[src/common/cpu_pkg.sv]
`default_nettype none

package cpu_pkg;

    typedef logic [7:0] byte_t;
    typedef logic [15:0] addr_t;

    // Control word bit positions
    // Stack bus and data bus sources
    localparam int SB_FROM_ACC       = 0;
    localparam int SB_FROM_X         = 1;
    localparam int SB_FROM_Y         = 2;
    localparam int SB_FROM_SP        = 3;
    localparam int SB_FROM_ALU       = 4;
    localparam int DB_FROM_ACC       = 5;
    localparam int DB_FROM_SB        = 6;
    localparam int DB_HIGH           = 7;
    // ALU input selects
    localparam int A_FROM_SB         = 8;
    localparam int A_LOW             = 9;
    localparam int B_FROM_DB         = 10;
    localparam int CARRY_IN_HIGH     = 11;
    localparam int CARRY_IN_FROM_PSR = 12;
    // ALU operation
    localparam int ALU_ADD           = 13;
    localparam int ALU_SHR           = 14;
    localparam int LOAD_ALU          = 15;
    // Register loads from the stack bus
    localparam int LOAD_ACC          = 16;
    localparam int LOAD_X            = 17;
    localparam int LOAD_Y            = 18;
    localparam int LOAD_SP           = 19;
    // Status flag updates
    localparam int CARRY_FROM_ALU    = 20;
    localparam int PSR_DATA          = 21;
    localparam int LOAD_C            = 22;
    localparam int LOAD_D            = 23;
    localparam int LOAD_I            = 24;
    localparam int LOAD_V            = 25;
    // Program counter and address bus
    localparam int PC_INC            = 26;
    localparam int LOAD_AB           = 27;

    localparam int NUM_CTRL = 28;

    typedef logic [NUM_CTRL-1:0] ctrl_word_t;

    typedef enum logic [1:0] {
        SEQ_IDLE = 2'd0,
        SEQ_T0   = 2'd1,
        SEQ_T1   = 2'd2
    } seq_state_e;

    // Single-byte opcodes, standard 6502 encodings
    localparam byte_t OP_ASL_A = 8'h0A;
    localparam byte_t OP_ROL_A = 8'h2A;
    localparam byte_t OP_LSR_A = 8'h4A;
    localparam byte_t OP_ROR_A = 8'h6A;
    localparam byte_t OP_DEX   = 8'hCA;
    localparam byte_t OP_DEY   = 8'h88;
    localparam byte_t OP_INX   = 8'hE8;
    localparam byte_t OP_INY   = 8'hC8;
    localparam byte_t OP_NOP   = 8'hEA;
    localparam byte_t OP_TAX   = 8'hAA;
    localparam byte_t OP_TAY   = 8'hA8;
    localparam byte_t OP_TSX   = 8'hBA;
    localparam byte_t OP_TXA   = 8'h8A;
    localparam byte_t OP_TXS   = 8'h9A;
    localparam byte_t OP_TYA   = 8'h98;
    localparam byte_t OP_SEC   = 8'h38;
    localparam byte_t OP_SED   = 8'hF8;
    localparam byte_t OP_SEI   = 8'h78;
    localparam byte_t OP_CLC   = 8'h18;
    localparam byte_t OP_CLD   = 8'hD8;
    localparam byte_t OP_CLI   = 8'h58;
    localparam byte_t OP_CLV   = 8'hB8;

    // Status byte bit positions
    localparam int PSR_C = 0;
    localparam int PSR_I = 2;
    localparam int PSR_D = 3;
    localparam int PSR_V = 6;

    localparam addr_t RESET_PC = 16'h0400;
    localparam byte_t RESET_SP = 8'hFF;

endpackage

`default_nettype wire

[src/datapath/address_unit.sv]
`timescale 1ns/1ps
`default_nettype none

module address_unit import cpu_pkg::*; (
    input  wire logic        clk,
    input  wire logic        reset,
    input  wire ctrl_word_t  ctrl,
    output addr_t            address
);

    addr_t pc;
    addr_t pc_next;

    assign pc_next = ctrl[PC_INC] ? pc + 16'd1 : pc;

    always_ff @(posedge clk) begin
        if (reset) begin
            pc      <= RESET_PC;
            address <= RESET_PC;
        end else begin
            pc <= pc_next;
            // Address bus follows the PC after its increment
            if (ctrl[LOAD_AB]) begin
                address <= pc_next;
            end
        end
    end

    // Every load of the address bus lands one past the old address
    a_ab_tracks_pc: assert property (@(posedge clk) disable iff (reset)
        (ctrl[LOAD_AB] && ctrl[PC_INC]) |=> (address == $past(address) + 16'd1))
        else $error("address bus out of step with PC");

endmodule

`default_nettype wire

[src/datapath/bus_alu.sv]
`timescale 1ns/1ps
`default_nettype none

module bus_alu import cpu_pkg::*; (
    input  wire logic        clk,
    input  wire logic        reset,
    input  wire ctrl_word_t  ctrl,
    input  wire byte_t       alu_a,
    input  wire byte_t       alu_b,
    input  wire logic        alu_carry_in,
    output byte_t            alu_result,
    output logic             alu_carry_out
);

    logic [8:0] sum;
    byte_t      result_d;
    logic       carry_d;

    assign sum = {1'b0, alu_a} + {1'b0, alu_b} + {8'h00, alu_carry_in};

    always_comb begin
        if (ctrl[ALU_SHR]) begin
            // Carry enters at bit 7, bit 0 leaves as carry
            result_d = {alu_carry_in, alu_a[7:1]};
            carry_d  = alu_a[0];
        end else if (ctrl[ALU_ADD]) begin
            result_d = sum[7:0];
            carry_d  = sum[8];
        end else begin
            result_d = 8'h00;
            carry_d  = 1'b0;
        end
    end

    always_ff @(posedge clk) begin
        if (reset) begin
            alu_result    <= 8'h00;
            alu_carry_out <= 1'b0;
        end else if (ctrl[LOAD_ALU]) begin
            alu_result    <= result_d;
            alu_carry_out <= carry_d;
        end
    end

    a_one_alu_op: assert property (@(posedge clk) disable iff (reset)
        !(ctrl[ALU_ADD] && ctrl[ALU_SHR]))
        else $error("ALU add and shift selected together");

endmodule

`default_nettype wire

[src/datapath/register_file.sv]
`timescale 1ns/1ps
`default_nettype none

module register_file import cpu_pkg::*; (
    input  wire logic        clk,
    input  wire logic        reset,
    input  wire ctrl_word_t  ctrl,
    input  wire byte_t       alu_result,
    input  wire logic        alu_carry_out,
    output byte_t            alu_a,
    output byte_t            alu_b,
    output logic             alu_carry_in,
    output byte_t            acc,
    output byte_t            x,
    output byte_t            y,
    output byte_t            sp,
    output byte_t            psr
);

    byte_t sb;
    byte_t db;
    logic  c_flag;
    logic  d_flag;
    logic  i_flag;
    logic  v_flag;

    // Stack bus is a wired OR of the enabled sources
    assign sb = ({8{ctrl[SB_FROM_ACC]}} & acc)
              | ({8{ctrl[SB_FROM_X]}}   & x)
              | ({8{ctrl[SB_FROM_Y]}}   & y)
              | ({8{ctrl[SB_FROM_SP]}}  & sp)
              | ({8{ctrl[SB_FROM_ALU]}} & alu_result);

    assign db = ctrl[DB_FROM_ACC] ? acc :
                ctrl[DB_FROM_SB]  ? sb  :
                ctrl[DB_HIGH]     ? 8'hFF : 8'h00;

    // A_LOW forces the A input to zero
    assign alu_a = (ctrl[A_FROM_SB] && !ctrl[A_LOW]) ? sb : 8'h00;
    assign alu_b = ctrl[B_FROM_DB] ? db : 8'h00;
    assign alu_carry_in = ctrl[CARRY_IN_HIGH] | (ctrl[CARRY_IN_FROM_PSR] & c_flag);

    always_ff @(posedge clk) begin
        if (reset) begin
            acc <= 8'h00;
            x   <= 8'h00;
            y   <= 8'h00;
            sp  <= RESET_SP;
        end else begin
            if (ctrl[LOAD_ACC]) acc <= sb;
            if (ctrl[LOAD_X])   x   <= sb;
            if (ctrl[LOAD_Y])   y   <= sb;
            if (ctrl[LOAD_SP])  sp  <= sb;
        end
    end

    always_ff @(posedge clk) begin
        if (reset) begin
            c_flag <= 1'b0;
            d_flag <= 1'b0;
            i_flag <= 1'b0;
            v_flag <= 1'b0;
        end else begin
            // Shifts take C from the ALU, flag opcodes from PSR_DATA
            if (ctrl[CARRY_FROM_ALU]) begin
                c_flag <= alu_carry_out;
            end else if (ctrl[LOAD_C]) begin
                c_flag <= ctrl[PSR_DATA];
            end
            if (ctrl[LOAD_D]) d_flag <= ctrl[PSR_DATA];
            if (ctrl[LOAD_I]) i_flag <= ctrl[PSR_DATA];
            if (ctrl[LOAD_V]) v_flag <= ctrl[PSR_DATA];
        end
    end

    always_comb begin
        psr = 8'h00;
        psr[PSR_C] = c_flag;
        psr[PSR_I] = i_flag;
        psr[PSR_D] = d_flag;
        psr[PSR_V] = v_flag;
    end

endmodule

`default_nettype wire

[src/decode/implied_decoder.sv]
`timescale 1ns/1ps
`default_nettype none

module implied_decoder import cpu_pkg::*; (
    input  wire byte_t       cur_opcode,
    input  wire seq_state_e  t_state,
    output ctrl_word_t       ctrl
);

    always_comb begin
        ctrl = '0;
        case (t_state)
            SEQ_T0: begin
                unique case (cur_opcode)
                    OP_ASL_A, OP_ROL_A: begin
                        // A + A, carry from C only for ROL
                        ctrl[SB_FROM_ACC] = 1'b1;
                        ctrl[DB_FROM_ACC] = 1'b1;
                        ctrl[A_FROM_SB] = 1'b1;
                        ctrl[B_FROM_DB] = 1'b1;
                        ctrl[CARRY_IN_FROM_PSR] = (cur_opcode == OP_ROL_A);
                        ctrl[ALU_ADD] = 1'b1;
                        ctrl[LOAD_ALU] = 1'b1;
                    end
                    OP_LSR_A, OP_ROR_A: begin
                        ctrl[SB_FROM_ACC] = 1'b1;
                        ctrl[A_FROM_SB] = 1'b1;
                        ctrl[CARRY_IN_FROM_PSR] = (cur_opcode == OP_ROR_A);
                        ctrl[ALU_SHR] = 1'b1;
                        ctrl[LOAD_ALU] = 1'b1;
                    end
                    OP_DEX, OP_DEY: begin
                        // Index plus FF
                        ctrl[SB_FROM_X] = (cur_opcode == OP_DEX);
                        ctrl[SB_FROM_Y] = (cur_opcode == OP_DEY);
                        ctrl[DB_HIGH] = 1'b1;
                        ctrl[A_FROM_SB] = 1'b1;
                        ctrl[B_FROM_DB] = 1'b1;
                        ctrl[ALU_ADD] = 1'b1;
                        ctrl[LOAD_ALU] = 1'b1;
                    end
                    OP_INX, OP_INY: begin
                        // Zero plus index plus carry-in
                        ctrl[SB_FROM_X] = (cur_opcode == OP_INX);
                        ctrl[SB_FROM_Y] = (cur_opcode == OP_INY);
                        ctrl[DB_FROM_SB] = 1'b1;
                        ctrl[A_LOW] = 1'b1;
                        ctrl[B_FROM_DB] = 1'b1;
                        ctrl[CARRY_IN_HIGH] = 1'b1;
                        ctrl[ALU_ADD] = 1'b1;
                        ctrl[LOAD_ALU] = 1'b1;
                    end
                    OP_TAX: begin
                        ctrl[SB_FROM_ACC] = 1'b1;
                        ctrl[LOAD_X] = 1'b1;
                    end
                    OP_TAY: begin
                        ctrl[SB_FROM_ACC] = 1'b1;
                        ctrl[LOAD_Y] = 1'b1;
                    end
                    OP_TSX: begin
                        ctrl[SB_FROM_SP] = 1'b1;
                        ctrl[LOAD_X] = 1'b1;
                    end
                    OP_TXA: begin
                        ctrl[SB_FROM_X] = 1'b1;
                        ctrl[LOAD_ACC] = 1'b1;
                    end
                    OP_TXS: begin
                        ctrl[SB_FROM_X] = 1'b1;
                        ctrl[LOAD_SP] = 1'b1;
                    end
                    OP_TYA: begin
                        ctrl[SB_FROM_Y] = 1'b1;
                        ctrl[LOAD_ACC] = 1'b1;
                    end
                    OP_SEC, OP_CLC: begin
                        ctrl[PSR_DATA] = (cur_opcode == OP_SEC);
                        ctrl[LOAD_C] = 1'b1;
                    end
                    OP_SED, OP_CLD: begin
                        ctrl[PSR_DATA] = (cur_opcode == OP_SED);
                        ctrl[LOAD_D] = 1'b1;
                    end
                    OP_SEI, OP_CLI: begin
                        ctrl[PSR_DATA] = (cur_opcode == OP_SEI);
                        ctrl[LOAD_I] = 1'b1;
                    end
                    OP_CLV: ctrl[LOAD_V] = 1'b1;
                    // NOP and unknown opcodes only step the PC
                    OP_NOP:  ctrl = '0;
                    default: ctrl = '0;
                endcase
            end
            SEQ_T1: begin
                ctrl[PC_INC] = 1'b1;
                ctrl[LOAD_AB] = 1'b1;
                // Write back the held ALU result
                case (cur_opcode)
                    OP_ASL_A, OP_ROL_A, OP_LSR_A, OP_ROR_A: begin
                        ctrl[SB_FROM_ALU] = 1'b1;
                        ctrl[LOAD_ACC] = 1'b1;
                        ctrl[CARRY_FROM_ALU] = 1'b1;
                    end
                    OP_DEX, OP_INX: begin
                        ctrl[SB_FROM_ALU] = 1'b1;
                        ctrl[LOAD_X] = 1'b1;
                    end
                    OP_DEY, OP_INY: begin
                        ctrl[SB_FROM_ALU] = 1'b1;
                        ctrl[LOAD_Y] = 1'b1;
                    end
                    default: ctrl[SB_FROM_ALU] = 1'b0;
                endcase
            end
            default: ctrl = '0;
        endcase
    end

    // The register file ORs the stack bus sources together
    always_comb begin
        a_single_sb_source: assert ($onehot0({ctrl[SB_FROM_ACC], ctrl[SB_FROM_X],
            ctrl[SB_FROM_Y], ctrl[SB_FROM_SP], ctrl[SB_FROM_ALU]}))
            else $error("more than one stack bus source selected");
    end

endmodule

`default_nettype wire

[src/rtl/cpu_top.sv]
`timescale 1ns/1ps
`default_nettype none

module cpu_top import cpu_pkg::*; (
    input  wire logic   clk,
    input  wire logic   reset,
    input  wire logic   instr_strobe,
    input  wire byte_t  opcode,
    output logic        busy,
    output addr_t       address,
    output byte_t       acc,
    output byte_t       x,
    output byte_t       y,
    output byte_t       sp,
    output byte_t       psr
);

    byte_t      cur_opcode;
    seq_state_e t_state;
    ctrl_word_t ctrl;
    byte_t      alu_a;
    byte_t      alu_b;
    logic       alu_carry_in;
    byte_t      alu_result;
    logic       alu_carry_out;

    // Input side
    instr_sequencer u_sequencer (
        .clk          (clk),
        .reset        (reset),
        .instr_strobe (instr_strobe),
        .opcode       (opcode),
        .busy         (busy),
        .cur_opcode   (cur_opcode),
        .t_state      (t_state)
    );

    // Processing
    implied_decoder u_decoder (
        .cur_opcode (cur_opcode),
        .t_state    (t_state),
        .ctrl       (ctrl)
    );

    bus_alu u_alu (
        .clk           (clk),
        .reset         (reset),
        .ctrl          (ctrl),
        .alu_a         (alu_a),
        .alu_b         (alu_b),
        .alu_carry_in  (alu_carry_in),
        .alu_result    (alu_result),
        .alu_carry_out (alu_carry_out)
    );

    // Output side
    register_file u_regs (
        .clk           (clk),
        .reset         (reset),
        .ctrl          (ctrl),
        .alu_result    (alu_result),
        .alu_carry_out (alu_carry_out),
        .alu_a         (alu_a),
        .alu_b         (alu_b),
        .alu_carry_in  (alu_carry_in),
        .acc           (acc),
        .x             (x),
        .y             (y),
        .sp            (sp),
        .psr           (psr)
    );

    address_unit u_addr (
        .clk     (clk),
        .reset   (reset),
        .ctrl    (ctrl),
        .address (address)
    );

endmodule

`default_nettype wire

[src/rtl/instr_sequencer.sv]
`timescale 1ns/1ps
`default_nettype none

module instr_sequencer import cpu_pkg::*; (
    input  wire logic   clk,
    input  wire logic   reset,
    input  wire logic   instr_strobe,
    input  wire byte_t  opcode,
    output logic        busy,
    output byte_t       cur_opcode,
    output seq_state_e  t_state
);

    logic accept;

    assign accept = (t_state == SEQ_IDLE) && instr_strobe;
    assign busy = (t_state != SEQ_IDLE);

    always_ff @(posedge clk) begin
        if (reset) begin
            t_state <= SEQ_IDLE;
        end else begin
            case (t_state)
                SEQ_IDLE: t_state <= accept ? SEQ_T0 : SEQ_IDLE;
                SEQ_T0:   t_state <= SEQ_T1;
                default:  t_state <= SEQ_IDLE;
            endcase
        end
    end

    // Opcode is held for the whole instruction
    always_ff @(posedge clk) begin
        if (accept) begin
            cur_opcode <= opcode;
        end
    end

    // A strobe during T0 or T1 would be dropped
    a_no_strobe_when_busy: assert property (@(posedge clk) disable iff (reset)
        busy |-> !instr_strobe)
        else $error("instr_strobe raised while busy");

endmodule

`default_nettype wire

[config.mk]
export PLATFORM = sky130hd
export DESIGN_NAME = cpu_top
export DESIGN_NICKNAME = d
export VERILOG_FILES = /design/src/common/cpu_pkg.sv /design/src/datapath/address_unit.sv /design/src/datapath/bus_alu.sv /design/src/datapath/register_file.sv /design/src/decode/implied_decoder.sv /design/src/rtl/cpu_top.sv /design/src/rtl/instr_sequencer.sv
export SDC_FILE = /design/constraint.sdc
export NUM_CORES = 1
export LEC_CHECK = 0
export ABC_AREA = 1
export BUFFER_PORTS_ARGS = -buffer_cell sky130_fd_sc_hd__buf_2
export CAP_MARGIN = 15
export CELL_PAD_IN_SITES_DETAIL_PLACEMENT = 0
export CELL_PAD_IN_SITES_GLOBAL_PLACEMENT = 2
export CORE_MARGIN = 2
export CORE_UTILIZATION = 29
export DETAILED_ROUTE_END_ITERATION = 7
export HOLD_SLACK_MARGIN = 0.08
export PLACE_DENSITY = 0.85
export SLEW_MARGIN = 15
export SYNTH_ARGS = -nofsm -noshare
export SYNTH_HDL_FRONTEND = slang
export SYNTH_SLANG_ARGS = --single-unit
export TNS_END_PERCENT = 50
[constraint.sdc]
create_clock -name clk -period 2.8 [get_ports clk]
set_input_delay 0.7 -clock clk [delete_from_list [all_inputs] [get_ports clk]]
set_output_delay 0.7 -clock clk [all_outputs]
set_load 0.02 [all_outputs]
Word level (Yosys, flattened, before mapping)

Index checks and enable logic that the tools add are counted.

Logic and storage cells: 120
Output and inout port bits: 57
Bits of input ports: 11
Register bits: 87

Bitwise gates (word level): 11
Muxes and demuxes: 46
Reductions and logical operators: 23
Add/subtract/negate cells: 3
Equal/unequal tests: 23

Operators with widths:

| cell                                                                  | count |
|---|---|
| 8-bit equality test, second input constant                            | 13 |
| 8-bit two-way mux                                                     | 7 |
| 8-bit bitwise AND                                                     | 5 |
| 8-bit by 7-bit equality test with 1-bit output, second input constant | 4 |
| 8-bit bitwise OR                                                      | 4 |
| 1-bit two-way mux                                                     | 28 |
| 2-bit OR reduction                                                    | 12 |
| 6-bit OR reduction                                                    | 3 |
| 16-bit by 1-bit adder with 16-bit output, second input constant       | 1 |
| 8-bit by 6-bit equality test with 1-bit output, second input constant | 2 |
| 16-bit two-way mux                                                    | 1 |
| 11-bit two-way mux                                                    | 1 |
| 8-bit by 8-bit adder with 9-bit output                                | 1 |
| 9-bit by 1-bit adder with 9-bit output                                | 1 |
| 1-bit case mux with 3 select lines                                    | 3 |
| 8-bit by 4-bit equality test with 1-bit output, second input constant | 1 |
| 8-bit by 5-bit equality test with 1-bit output, second input constant | 1 |
| 8-bit OR reduction                                                    | 1 |
| 3-bit case mux with 2 select lines                                    | 1 |
| 5-bit two-way mux                                                     | 1 |
| 4-bit two-way mux                                                     | 1 |
| 2-bit case mux with 2 select lines                                    | 1 |
| 2-bit nonzero test                                                    | 2 |
| 4-bit OR reduction                                                    | 1 |
| 9 further kinds                                                       | 10 |

Logic depth before layout (Yosys ltp)

Gate-level depths: netlist of run 1.

Depth in word-level cells: 16
Depth in mapped cells: 26
Mapped depth without buffers: 25

Cells and area by module

Synthesis of run 1 repeated with hierarchy kept, for this count alone.

Cells, all modules: 739
Area, all modules: 5,257.5 um^2

By module, submodules not included:

| module          | cells an instance | area each (um^2) | times used | seq. area each (um^2) |
|---|---|---|---|---|
| register_file   | 322               | 2,250.9          | 1          | 720.7 |
| address_unit    | 192               | 1,436.4          | 1          | 640.6 |
| bus_alu         | 114               | 757.0            | 1          | 180.2 |
| implied_decoder | 95                | 499.2            | 1          | 0.0 |
| instr_sequencer | 16                | 314.1            | 1          | 280.3 |

Least setup slack after synthesis of run 1

Ideal clock, no wire load.

Kind: register -> register
Start point: register u_sequencer.t_state[1]
End point: register u_alu.alu_carry_out
Data arrival time: 2,842 ps
Library setup time: 110 ps
Slack: -151 ps
Cell stages (with the launch flop): 24
Path buffers: 1
Data required time: 2,690 ps
Period minus slack after synthesis: 2,951 ps
Cells stage by stage: dfxtp_1 inv_1 ha_1 buf_4 inv_2 nor2_2 nand3_1 nand2_1 nor2_1 nor2_1 nor2_1 nand3_2 o221ai_1 fa_1 inv_1 fa_1 nand4_1 nand3_1 nand2_1 a21boi_0 o21ai_0 nand3_1 nand2_1 inv_1

Word-level cells in the longest chain between the ends: 14
Elaborated cells between the ends (all ways): 27
Those cells by class: add/sub (2); eq/ne (2); mux (10); bitwise (11); reduce/logical (2)

Ends and longest elaborated chain:

| what                                           | RTL line                                 | text |
|---|---|---|
| start, declared                                | instr_sequencer.sv:11                    | `output seq_state_e t_state` |
| start signal, assigned                         | instr_sequencer.sv:24                    | `SEQ_IDLE: t_state <= accept ? SEQ_T0 : SEQ_IDLE;` |
| 2-bit by 1-bit equality test with 1-bit output | implied_decoder.sv:12                    | `case (t_state)` |
| 4-bit two-way mux                              | implied_decoder.sv:12                    |  |
| 8-bit bitwise AND (on tied branches)           | register_file.sv:28, register_file.sv:29 |  |
| 8-bit bitwise OR                               | register_file.sv:29                      | `\| ({8{ctrl[SB_FROM_X]}} & x)` |
| 8-bit bitwise OR                               | register_file.sv:30                      | `\| ({8{ctrl[SB_FROM_Y]}} & y)` |
| 8-bit bitwise OR                               | register_file.sv:31                      | `\| ({8{ctrl[SB_FROM_SP]}} & sp)` |
| 8-bit bitwise OR                               | register_file.sv:32                      | `\| ({8{ctrl[SB_FROM_ALU]}} & alu_result);` |
| 8-bit two-way mux                              | register_file.sv:35                      | `ctrl[DB_FROM_SB] ? sb :` |
| 8-bit two-way mux                              | register_file.sv:34                      | `assign db = ctrl[DB_FROM_ACC] ? acc :` |
| 8-bit two-way mux                              | register_file.sv:40                      | `assign alu_b = ctrl[B_FROM_DB] ? db : 8'h00;` |
| 8-bit by 8-bit adder with 9-bit output         | bus_alu.sv:19                            | `assign sum = {1'b0, alu_a} + {1'b0, alu_b} + {8'h00, alu_carry_in};` |
| 9-bit by 1-bit adder with 9-bit output         | bus_alu.sv:19                            |  |
| 1-bit two-way mux                              | bus_alu.sv:26                            | `end else if (ctrl[ALU_ADD]) begin` |
| 1-bit two-way mux                              | bus_alu.sv:22                            | `if (ctrl[ALU_SHR]) begin` |
| end signal, assigned                           | bus_alu.sv:41                            | `alu_carry_out <= carry_d;` |
| end, declared                                  | bus_alu.sv:12                            | `output logic alu_carry_out` |

Parallel ways exist; a longest one is shown, timed or not.
A chain may end at the register's enable or synchronous reset.

Final worst setup path of run 1

Start point: register u_sequencer.cur_opcode[4]
End point: register u_alu.alu_carry_out

Word-level cells in the longest chain between the ends: 16
Elaborated cells between the ends (all ways): 60
Those cells by class: add/sub (2); eq/ne (14); mux (22); bitwise (11); reduce/logical (11)

Ends and longest elaborated chain:

| what                                                                           | RTL line                                 | text |
|---|---|---|
| start, declared                                                                | instr_sequencer.sv:10                    | `output byte_t cur_opcode,` |
| start signal, assigned                                                         | instr_sequencer.sv:34                    | `cur_opcode <= opcode;` |
| 8-bit equality test (tied with other cells)                                    | implied_decoder.sv:14                    | `unique case (cur_opcode)` |
| 2-bit OR reduction (no line) (tied with other cells)                           | -                                        |  |
| 1-bit case mux with 3 select lines / 1-bit two-way mux (equally long branches) | implied_decoder.sv:14                    |  |
| 4-bit two-way mux                                                              | implied_decoder.sv:12                    |  |
| 8-bit bitwise AND (on tied branches)                                           | register_file.sv:29, register_file.sv:28 |  |
| 8-bit bitwise OR                                                               | register_file.sv:29                      |  |
| 8-bit bitwise OR                                                               | register_file.sv:30                      |  |
| 8-bit bitwise OR                                                               | register_file.sv:31                      |  |
| 8-bit bitwise OR                                                               | register_file.sv:32                      |  |
| 8-bit two-way mux                                                              | register_file.sv:35                      |  |
| 8-bit two-way mux                                                              | register_file.sv:34                      |  |
| 8-bit two-way mux                                                              | register_file.sv:40                      |  |
| 8-bit by 8-bit adder with 9-bit output                                         | bus_alu.sv:19                            |  |
| 9-bit by 1-bit adder with 9-bit output                                         | bus_alu.sv:19                            |  |
| 1-bit two-way mux                                                              | bus_alu.sv:26                            |  |
| 1-bit two-way mux                                                              | bus_alu.sv:22                            |  |

Parallel ways exist; a longest one is shown, timed or not.

==> results of run 1 <==
[worst max-delay path, cell delays in order, from the launching register on]
cell	delay, ns
edfxtp_1	0.54
clkinv_2	0.15
nand2_4	0.12
nor2_4	0.04
nand2_2	0.09
buf_6	0.10
o21ai_4	0.06
nor2_4	0.12
nand2_2	0.09
nand3_2	0.08
nand3_2	0.10
o221ai_2	0.17
fa_2	0.24
inv_2	0.05
fa_2	0.37
nand4_1	0.12
nand3_2	0.09
nand2_2	0.07
a21boi_1	0.06
o21ai_1	0.12
nand3_1	0.09
nand2_1	0.06
inv_1	0.05
[per-stage QoR]
| step | util (%) | area (um^2) | power (W) | hold slack, ns |
|---|---|---|---|---|
| after floorplan | - | 4620 | 0.00142 | 0.422 |
| after global placement | 36.2 | 5540 | 0.00148 | 0.440 |
| after detailed placement | 36.2 | 5540 | 0.00148 | 0.453 |
| after CTS | 40.9 | 6260 | 0.00267 | 0.467 |
| after global routing | 41.8 | 6410 | 0.00276 | 0.482 |
| final | 41.8 | 6410 | 0.00265 | 0.459 |
[layout make-up]
| cell class | instances | area [um^2] | area share, % |
|---|---|---|---|
| Multi-Input combinational cell | 418 | 2530 | 39.6 |
| Sequential cell | 87 | 1820 | 28.4 |
| Timing Repair Buffer | 163 | 1110 | 17.3 |
| Inverter | 105 | 403 | 6.29 |
| Clock buffer | 14 | 265 | 4.14 |
| Tap cell | 211 | 264 | 4.12 |
| Clock inverter | 2 | 13.8 | 0.215 |
[registers in the layout, summed over array words and instances (netlist names)]
signal	count
u_regs.y	8
u_regs.x	8
u_regs.v_flag	1
u_regs.acc	8
u_regs.c_flag	1
u_addr.pc	16
u_addr.address	16
u_regs.d_flag	1
u_alu.alu_carry_out	1
u_regs.sp	8
u_regs.i_flag	1
u_sequencer.cur_opcode	8
u_sequencer.t_state	2
u_alu.alu_result	8
[power by group through the flow]
stage          combinational (W)  clock (W)  sequential, W
5_1_grt                 0.000223    0.00124        0.00129
4_1_cts                 0.000194    0.00118        0.00129
2_1_floorplan          0.0000925          0        0.00133
6_report                0.000206    0.00115        0.00129
3_3_place_gp            0.000163          0        0.00132
3_5_place_dp            0.000164          0        0.00132
[metal layers]
layer / vias up / GRT usage (%)
met4: 0 / 5.95
met3: 22 / 3.18
met2: 125 / 28.2
li1: 2337 / -
met1: 2062 / 21.6
met5: - / 0
[path summary, 6_finish.rpt]
kind                             startpoint             endpoint  slack (ns)
setup / recovery  u_sequencer.cur_opcode[4]  u_alu.alu_carry_out       -0.29
hold / removal                u_regs.v_flag        u_regs.v_flag        0.46
setup reg to reg  u_sequencer.cur_opcode[4]  u_alu.alu_carry_out       -0.29
hold reg to reg               u_regs.v_flag        u_regs.v_flag        0.46
[repair_timing]
action                     in CTS  in global routing
gates resized for setup        47                 37
setup endpoints to repair       8                 12
buffers inserted               34                  3
pin swaps                      33                 33
[layout by cell type (no fill, tap or decap), types with 7 or more instances in the layout]
| cell type | netlist | routed |
|---|---|---|
| nand3_2 | 3 | 12 |
| nand2_2 | 17 | 23 |
| o21ai_0 | 45 | 33 |
| buf_4 | 9 | 94 |
| inv_2 | 9 | 12 |
| buf_2 | 3 | 63 |
| inv_1 | 94 | 89 |
| o21ai_1 | 23 | 34 |
| nor2_4 | 3 | 7 |
| dfxtp_1 | 79 | 79 |
| a21oi_2 | 1 | 10 |
| a21oi_1 | 76 | 67 |
| xor2_1 | 10 | 10 |
| nor2_2 | 6 | 10 |
| edfxtp_1 | 8 | 8 |
| nand2_1 | 96 | 83 |
| nand3_1 | 23 | 14 |
| nand2_4 | 0 | 7 |
| nor2_1 | 56 | 48 |
| clkbuf_16 | 0 | 10 |
[kinds of logic (layout without fill, tap and decap cells)]
logic type      count (synthesis)  after routing  share of synthesized area, %
compound gates                164            164                          19.2
xor+xnor                       16             16                          3.07
fa+ha+maj                      13             13                          3.89
buf+inv                       131            284                          11.8
flops                          87             87                          39.9
mux                             1              1                         0.219
other cells                     1              4                        0.0820
simple gates                  220            220                          21.9
==> flow_summary.ini, run 1 <==
[yosys]
synth_top_area_cell = dfxtp_1
yosys_warnings = 0
ys_top_cells_by_area = dfxtp_1 (35%), a21oi_1 (8.3%), nand2_1 (7.9%)
avgSynthCellArea_um2 = 7.22
synth_edf_count = 8
synthDistinctLibCells = 45
synth_seq_cells = 87
synth_top_area_share_pct = 34.6
syn_inst = 633
async_flop_share_pct = 0
netlist_area_um2 = 4570
ys.flop_type = dfxtp_1
yosysSeqAreaShare_pct = 39.9
yosysMostFrequentCell = nand2_1
synth_common_cells = nand2_1 (96), inv_1 (94), dfxtp_1 (79), a21oi_1 (76), nor2_1 (56)

[pwr]
ir_worst_vdd_uv = 321
p_seq_share_pct = 48.7
power.density_nw_per_um2 = 414
clkPwrFrac_pct = 43.5
p_sw_share_pct = 24.0
p_leak_nw = 3.06
p_sw_w = 0.000637
p_int_w = 0.00202
combPwrFrac_pct = 7.8

[sta]
clock.fmax_ghz = 0.324
fin_skew_ns = 0.00571
worst_slack_ns = -0.291
timing_hold_violations_final = 0
finalMaxSlewViolations = 0
rsz0062_at_grt = true
setup_viol = 9
slew_headroom_pct = 51.7
post-route-min-period_ns = 3.09
setup_tns_ns = -1.36
post-route-period-util_pct = 110
tightestPinTransition_ns = 0.723

[flow_run]
drv_cap = 0

[layout]
syn2layout_area_growth_pct = 40.2
final_nets = 808
fill_cells = 1549
antennaDiodeCount = 0
final_cell_count_no_fill = 1000
drive_above_1_share_pct = 35.5

[placement]
dp_cells = 947
dp_hpwl_mm = 9.65
portBuffers = 63
gp_congestion = 0.851
pre_cts_ws_ns = -0.314

[setup_path]
end_kind = register
rr_worst_depth = 22
crit_arrival_ns = 3.33
worst-path-max-fanout = 6
critPathKind = register to register
start_kind = register
worstPathRequired_ns = 3.04

[route]
ant_nets = 0
drt_iter0_markers = 187
dr_wl_met3_um = 505
routedWlPerCell_um = 13.9
vias_per_cell = 4.55
met2_length_mm = 6.49
dr_total_vias = 4546
totalWireLength_mm = 13.9
first_pass_iters = 4
routedLengthMet1_mm = 6.66
drc = 0
routed.top_layer = met4

[global_route]
grt.total_usage_pct = 16.8
grt_pass1_vias = 4396
grt_overflow = 0
grt_max_degree = 55
grt_pass1_wl_mm = 22.1
antenna_found_initial = 0

[clocking]
numCtsBuffers = 9
clkSlewWorstSetupHoldPaths_ns = 0.06
root_buffer = clkbuf_16
clock_latency_ns = 0.35
cts_tree = yes
cts_buffer_depth = 2
cts.htree.levels = 3
cts_hold_buf = 0
clkSinkCount = 87

[min_path]
hold_path_class = register to register
hold_depth = 2

[die]
rows = 45
io_pins = 68
initial_core_util_pct = 29.8
die-width_um = 130
die_h_um = 130
placeableCoreArea_um2 = 15300
die_area_um2 = 16800

[status]
status = finished with violations
violations = negative setup slack
(Power assumes the default switching activity.)
==> inputs of run 2 (changes only) <==
- CORE_UTILIZATION: 29 -> 33
- PLACE_DENSITY: 0.85 -> 0.89
- SYNTH_HIERARCHICAL: unset -> 1
- clock period: 2.8 -> 3.5 ns (I/O delays scaled with it)
==> run 2 against run 1 <==
  * The run now ends clean
  * Non-clock buffer count fell by 86
  * Utilization decreased by 3.7 points
  * Count of clock-buffer cells in the layout is 3 lower
  * Critical path depth unchanged
  * Clock power decreased by 9%
  * Via count is the same
  * Flip-flop and latch count did not move
  * Fmax decreased by 2.9%
  * Power is 18% lower
  * Combinational power is 49% lower
  * Critical path type unchanged
  * Critical endpoint is now u_alu/alu_carry_out
==> flow_summary.ini, run 2 <==
[layout]
multiInputGateArea_um2 = 2720
layout_commonest_cell = nand2_1
regArea_um2 = 1820
antennaDiodeCount = 0
drive_above_1_share_pct = 23.9
reg.largest.list = u_addr/address (16), u_addr/pc (16)
final_cell_count_no_fill = 1016
syn2layout_area_growth_pct = 13.9
final_nets = 818
layout_common_cells = nand2_1 (127), nor2_1 (104), inv_1 (93)
fill_cells = 1705

[yosys]
async_flop_share_pct = 0
synth_edf_count = 8
synth_seq_cells = 87
ys.flop_type = dfxtp_1
synth_top_area_cell = dfxtp_1
synth_common_cells = nand2_1 (127), nor2_1 (104), inv_1 (93), dfxtp_1 (79), a21oi_1 (49)
netlist_area_um2 = 5260
avgSynthCellArea_um2 = 7.11
yosysSeqAreaShare_pct = 34.7
syn_inst = 739
yosys_warnings = 6
synth_top_area_share_pct = 30.1
yosysMostFrequentCell = nand2_1
ys_top_cells_by_area = dfxtp_1 (30%), nand2_1 (9.1%), nor2_1 (7.4%)
synthDistinctLibCells = 48

[clocking]
post_cts_buffers = 0
numCtsBuffers = 9
clkSinkCount = 87
clock_latency_ns = 0.34
cts_buffer_depth = 2
root_buffer = clkbuf_16
cts_tree = yes
clkSlewWorstSetupHoldPaths_ns = 0.07
cts.htree.levels = 3

[pwr]
p_leak_nw = 3.08
power.density_nw_per_um2 = 365
ir_worst_vdd_uv = 241

[placement]
portBuffers = 63
gp_congestion = 0.865
dp_cells = 1000
pre_cts_ws_ns = 0.351
dp_hpwl_mm = 10.4

[setup_path]
crit_arrival_ns = 3.47
crit_top_cell = nand2_1
critical_path.max_stage_delay_ns = 0.51
r2r-start = u_sequencer/cur_opcode[4]
worst-path-max-fanout = 9
worstPathCellList = inv_2 -> nand2_1 -> nor2_2 -> nand2_1 -> nand2_1 -> nand2_2 -> inv_1 -> inv_2 -> o21bai_1 -> a21oi_1 -> fa_1 -> inv_1 -> fa_1 -> inv_1 -> nand2_1 -> nand2_1 -> nand3_1 -> nand2_1 -> nand2_1 -> nand2_1 -> nand2_1 -> a21oi_1
crit_path_end = u_alu/alu_carry_out
start_kind = register
worstSetupStartpoint = u_sequencer/cur_opcode[4]
ff2ff_setup_slack_ns = 0.32
critPathSlowestCell = edfxtp_1
worstPathRequired_ns = 3.78
reg2reg_to = u_alu/alu_carry_out
critPathKind = register to register
end_kind = register
rr_worst_depth = 22

[route]
drc = 0
first_pass_iters = 4
totalWireLength_mm = 13.4
drt_iter0_markers = 214
dr_total_vias = 4546
ant_nets = 0
vias_per_cell = 4.47
routedWlPerCell_um = 13.2

[sta]
setup_viol = 0
worst_slack_ns = 0.316
post-route-period-util_pct = 91.0
fin_skew_ns = 0.00818
post-route-min-period_ns = 3.18
slew_headroom_pct = 60.9
timing_hold_violations_final = 0
whs_ns = 0.480
tightestPinTransition_ns = 0.587
finalMaxSlewViolations = 0
rsz0062_at_grt = false
setup_tns_ns = 0
clock.fmax_ghz = 0.314

[min_path]
hold_path_class = register to register
hold_depth = 2

[die]
initial_core_util_pct = 33.5
die_area_um2 = 17000
die-width_um = 130
rows = 46
die_h_um = 130
placeableCoreArea_um2 = 15700
io_pins = 68

[global_route]
grt_max_degree = 37
grt_pass1_vias = 4312
antenna_found_initial = 0
grt_pass1_wl_mm = 22.0
grt_overflow = 0
grt.total_usage_pct = 16.6

[status]
status = complete, no violations

[flow_run]
drv_cap = 0
[run 2: metal layers]
layer | up-vias | global-route usage (%) | part of all wire, % | wire length, um
met5 | - | 0 | 0 | 0
met4 | 0 | 5.88 | 1.3 | 180
met3 | 14 | 3.28 | 4.6 | 609
met2 | 60 | 27.4 | 47 | 6340
met1 | 2043 | 21.7 | 47 | 6250
li1 | 2429 | - | - | -
[run 2: layout make-up]
class,instances,share of cell area [%]
multi-input cells,503,45.4
flip-flops and latches,87,30.4
inverters,117,7.46
repair buffers,77,7.02
well taps,216,4.51
clock buffers,11,3.89
clock inverters,5,1.36
[run 2: power by group]
group | leakage, nW | internal, W | switching (W)
combinational | 2.21 | 0.0000305 | 0.0000756
sequential | 0.715 | 0.00102 | 0.0000129
clock | 0.150 | 0.000628 | 0.000418
[run 2: through the flow]
step	util (%)	area, um^2	total power (W)
floorplan	-	5270	0.00114
global placement	36.1	5670	0.00117
detailed placement	36.1	5670	0.00117
CTS	38.1	5980	0.00222
global route	38.1	5990	0.00228
finish	38.1	5990	0.00219
[run 2: cell families (layout without fill, tap and decap cells)]
kind of cell | Yosys count | count (layout) | share of synthesized area, %
other cells | 1 | 4 | 0.0713
compound gates | 127 | 127 | 13.3
xor+xnor | 7 | 7 | 1.17
simple gates | 349 | 349 | 32.9
fa+ha+maj | 12 | 12 | 3.14
buf+inv | 152 | 210 | 14.0
mux | 4 | 4 | 0.762
flops | 87 | 87 | 34.7
[run 2: worst min-delay path by stage]
stage	from	end	slack (ns)
global placement	u_addr/address[0]	u_addr/address[0]	0.46
detailed placement	u_addr/address[0]	u_addr/address[0]	0.47
floorplan	u_addr/pc[15]	u_addr/pc[15]	0.46
CTS	u_addr/address[0]	u_addr/address[0]	0.49
finish	u_addr/address[0]	u_addr/address[0]	0.48
global route	u_addr/address[1]	u_addr/address[1]	0.51
[run 2: what timing repair did]
item,CTS,global route
hold buffers,0,0
setup endpoints to repair,0,1
resized for setup,0,1
[run 2: critical path: cells and delay by family (launching register included)]
kind	cells	cell delay, ns
flip-flops	1	0.51
adder cells (fa/ha/maj)	2	0.60
AO/OA/AOI/OAI	3	0.53
AND/OR/NAND/NOR	12	0.99
buffers and inverters	5	0.46
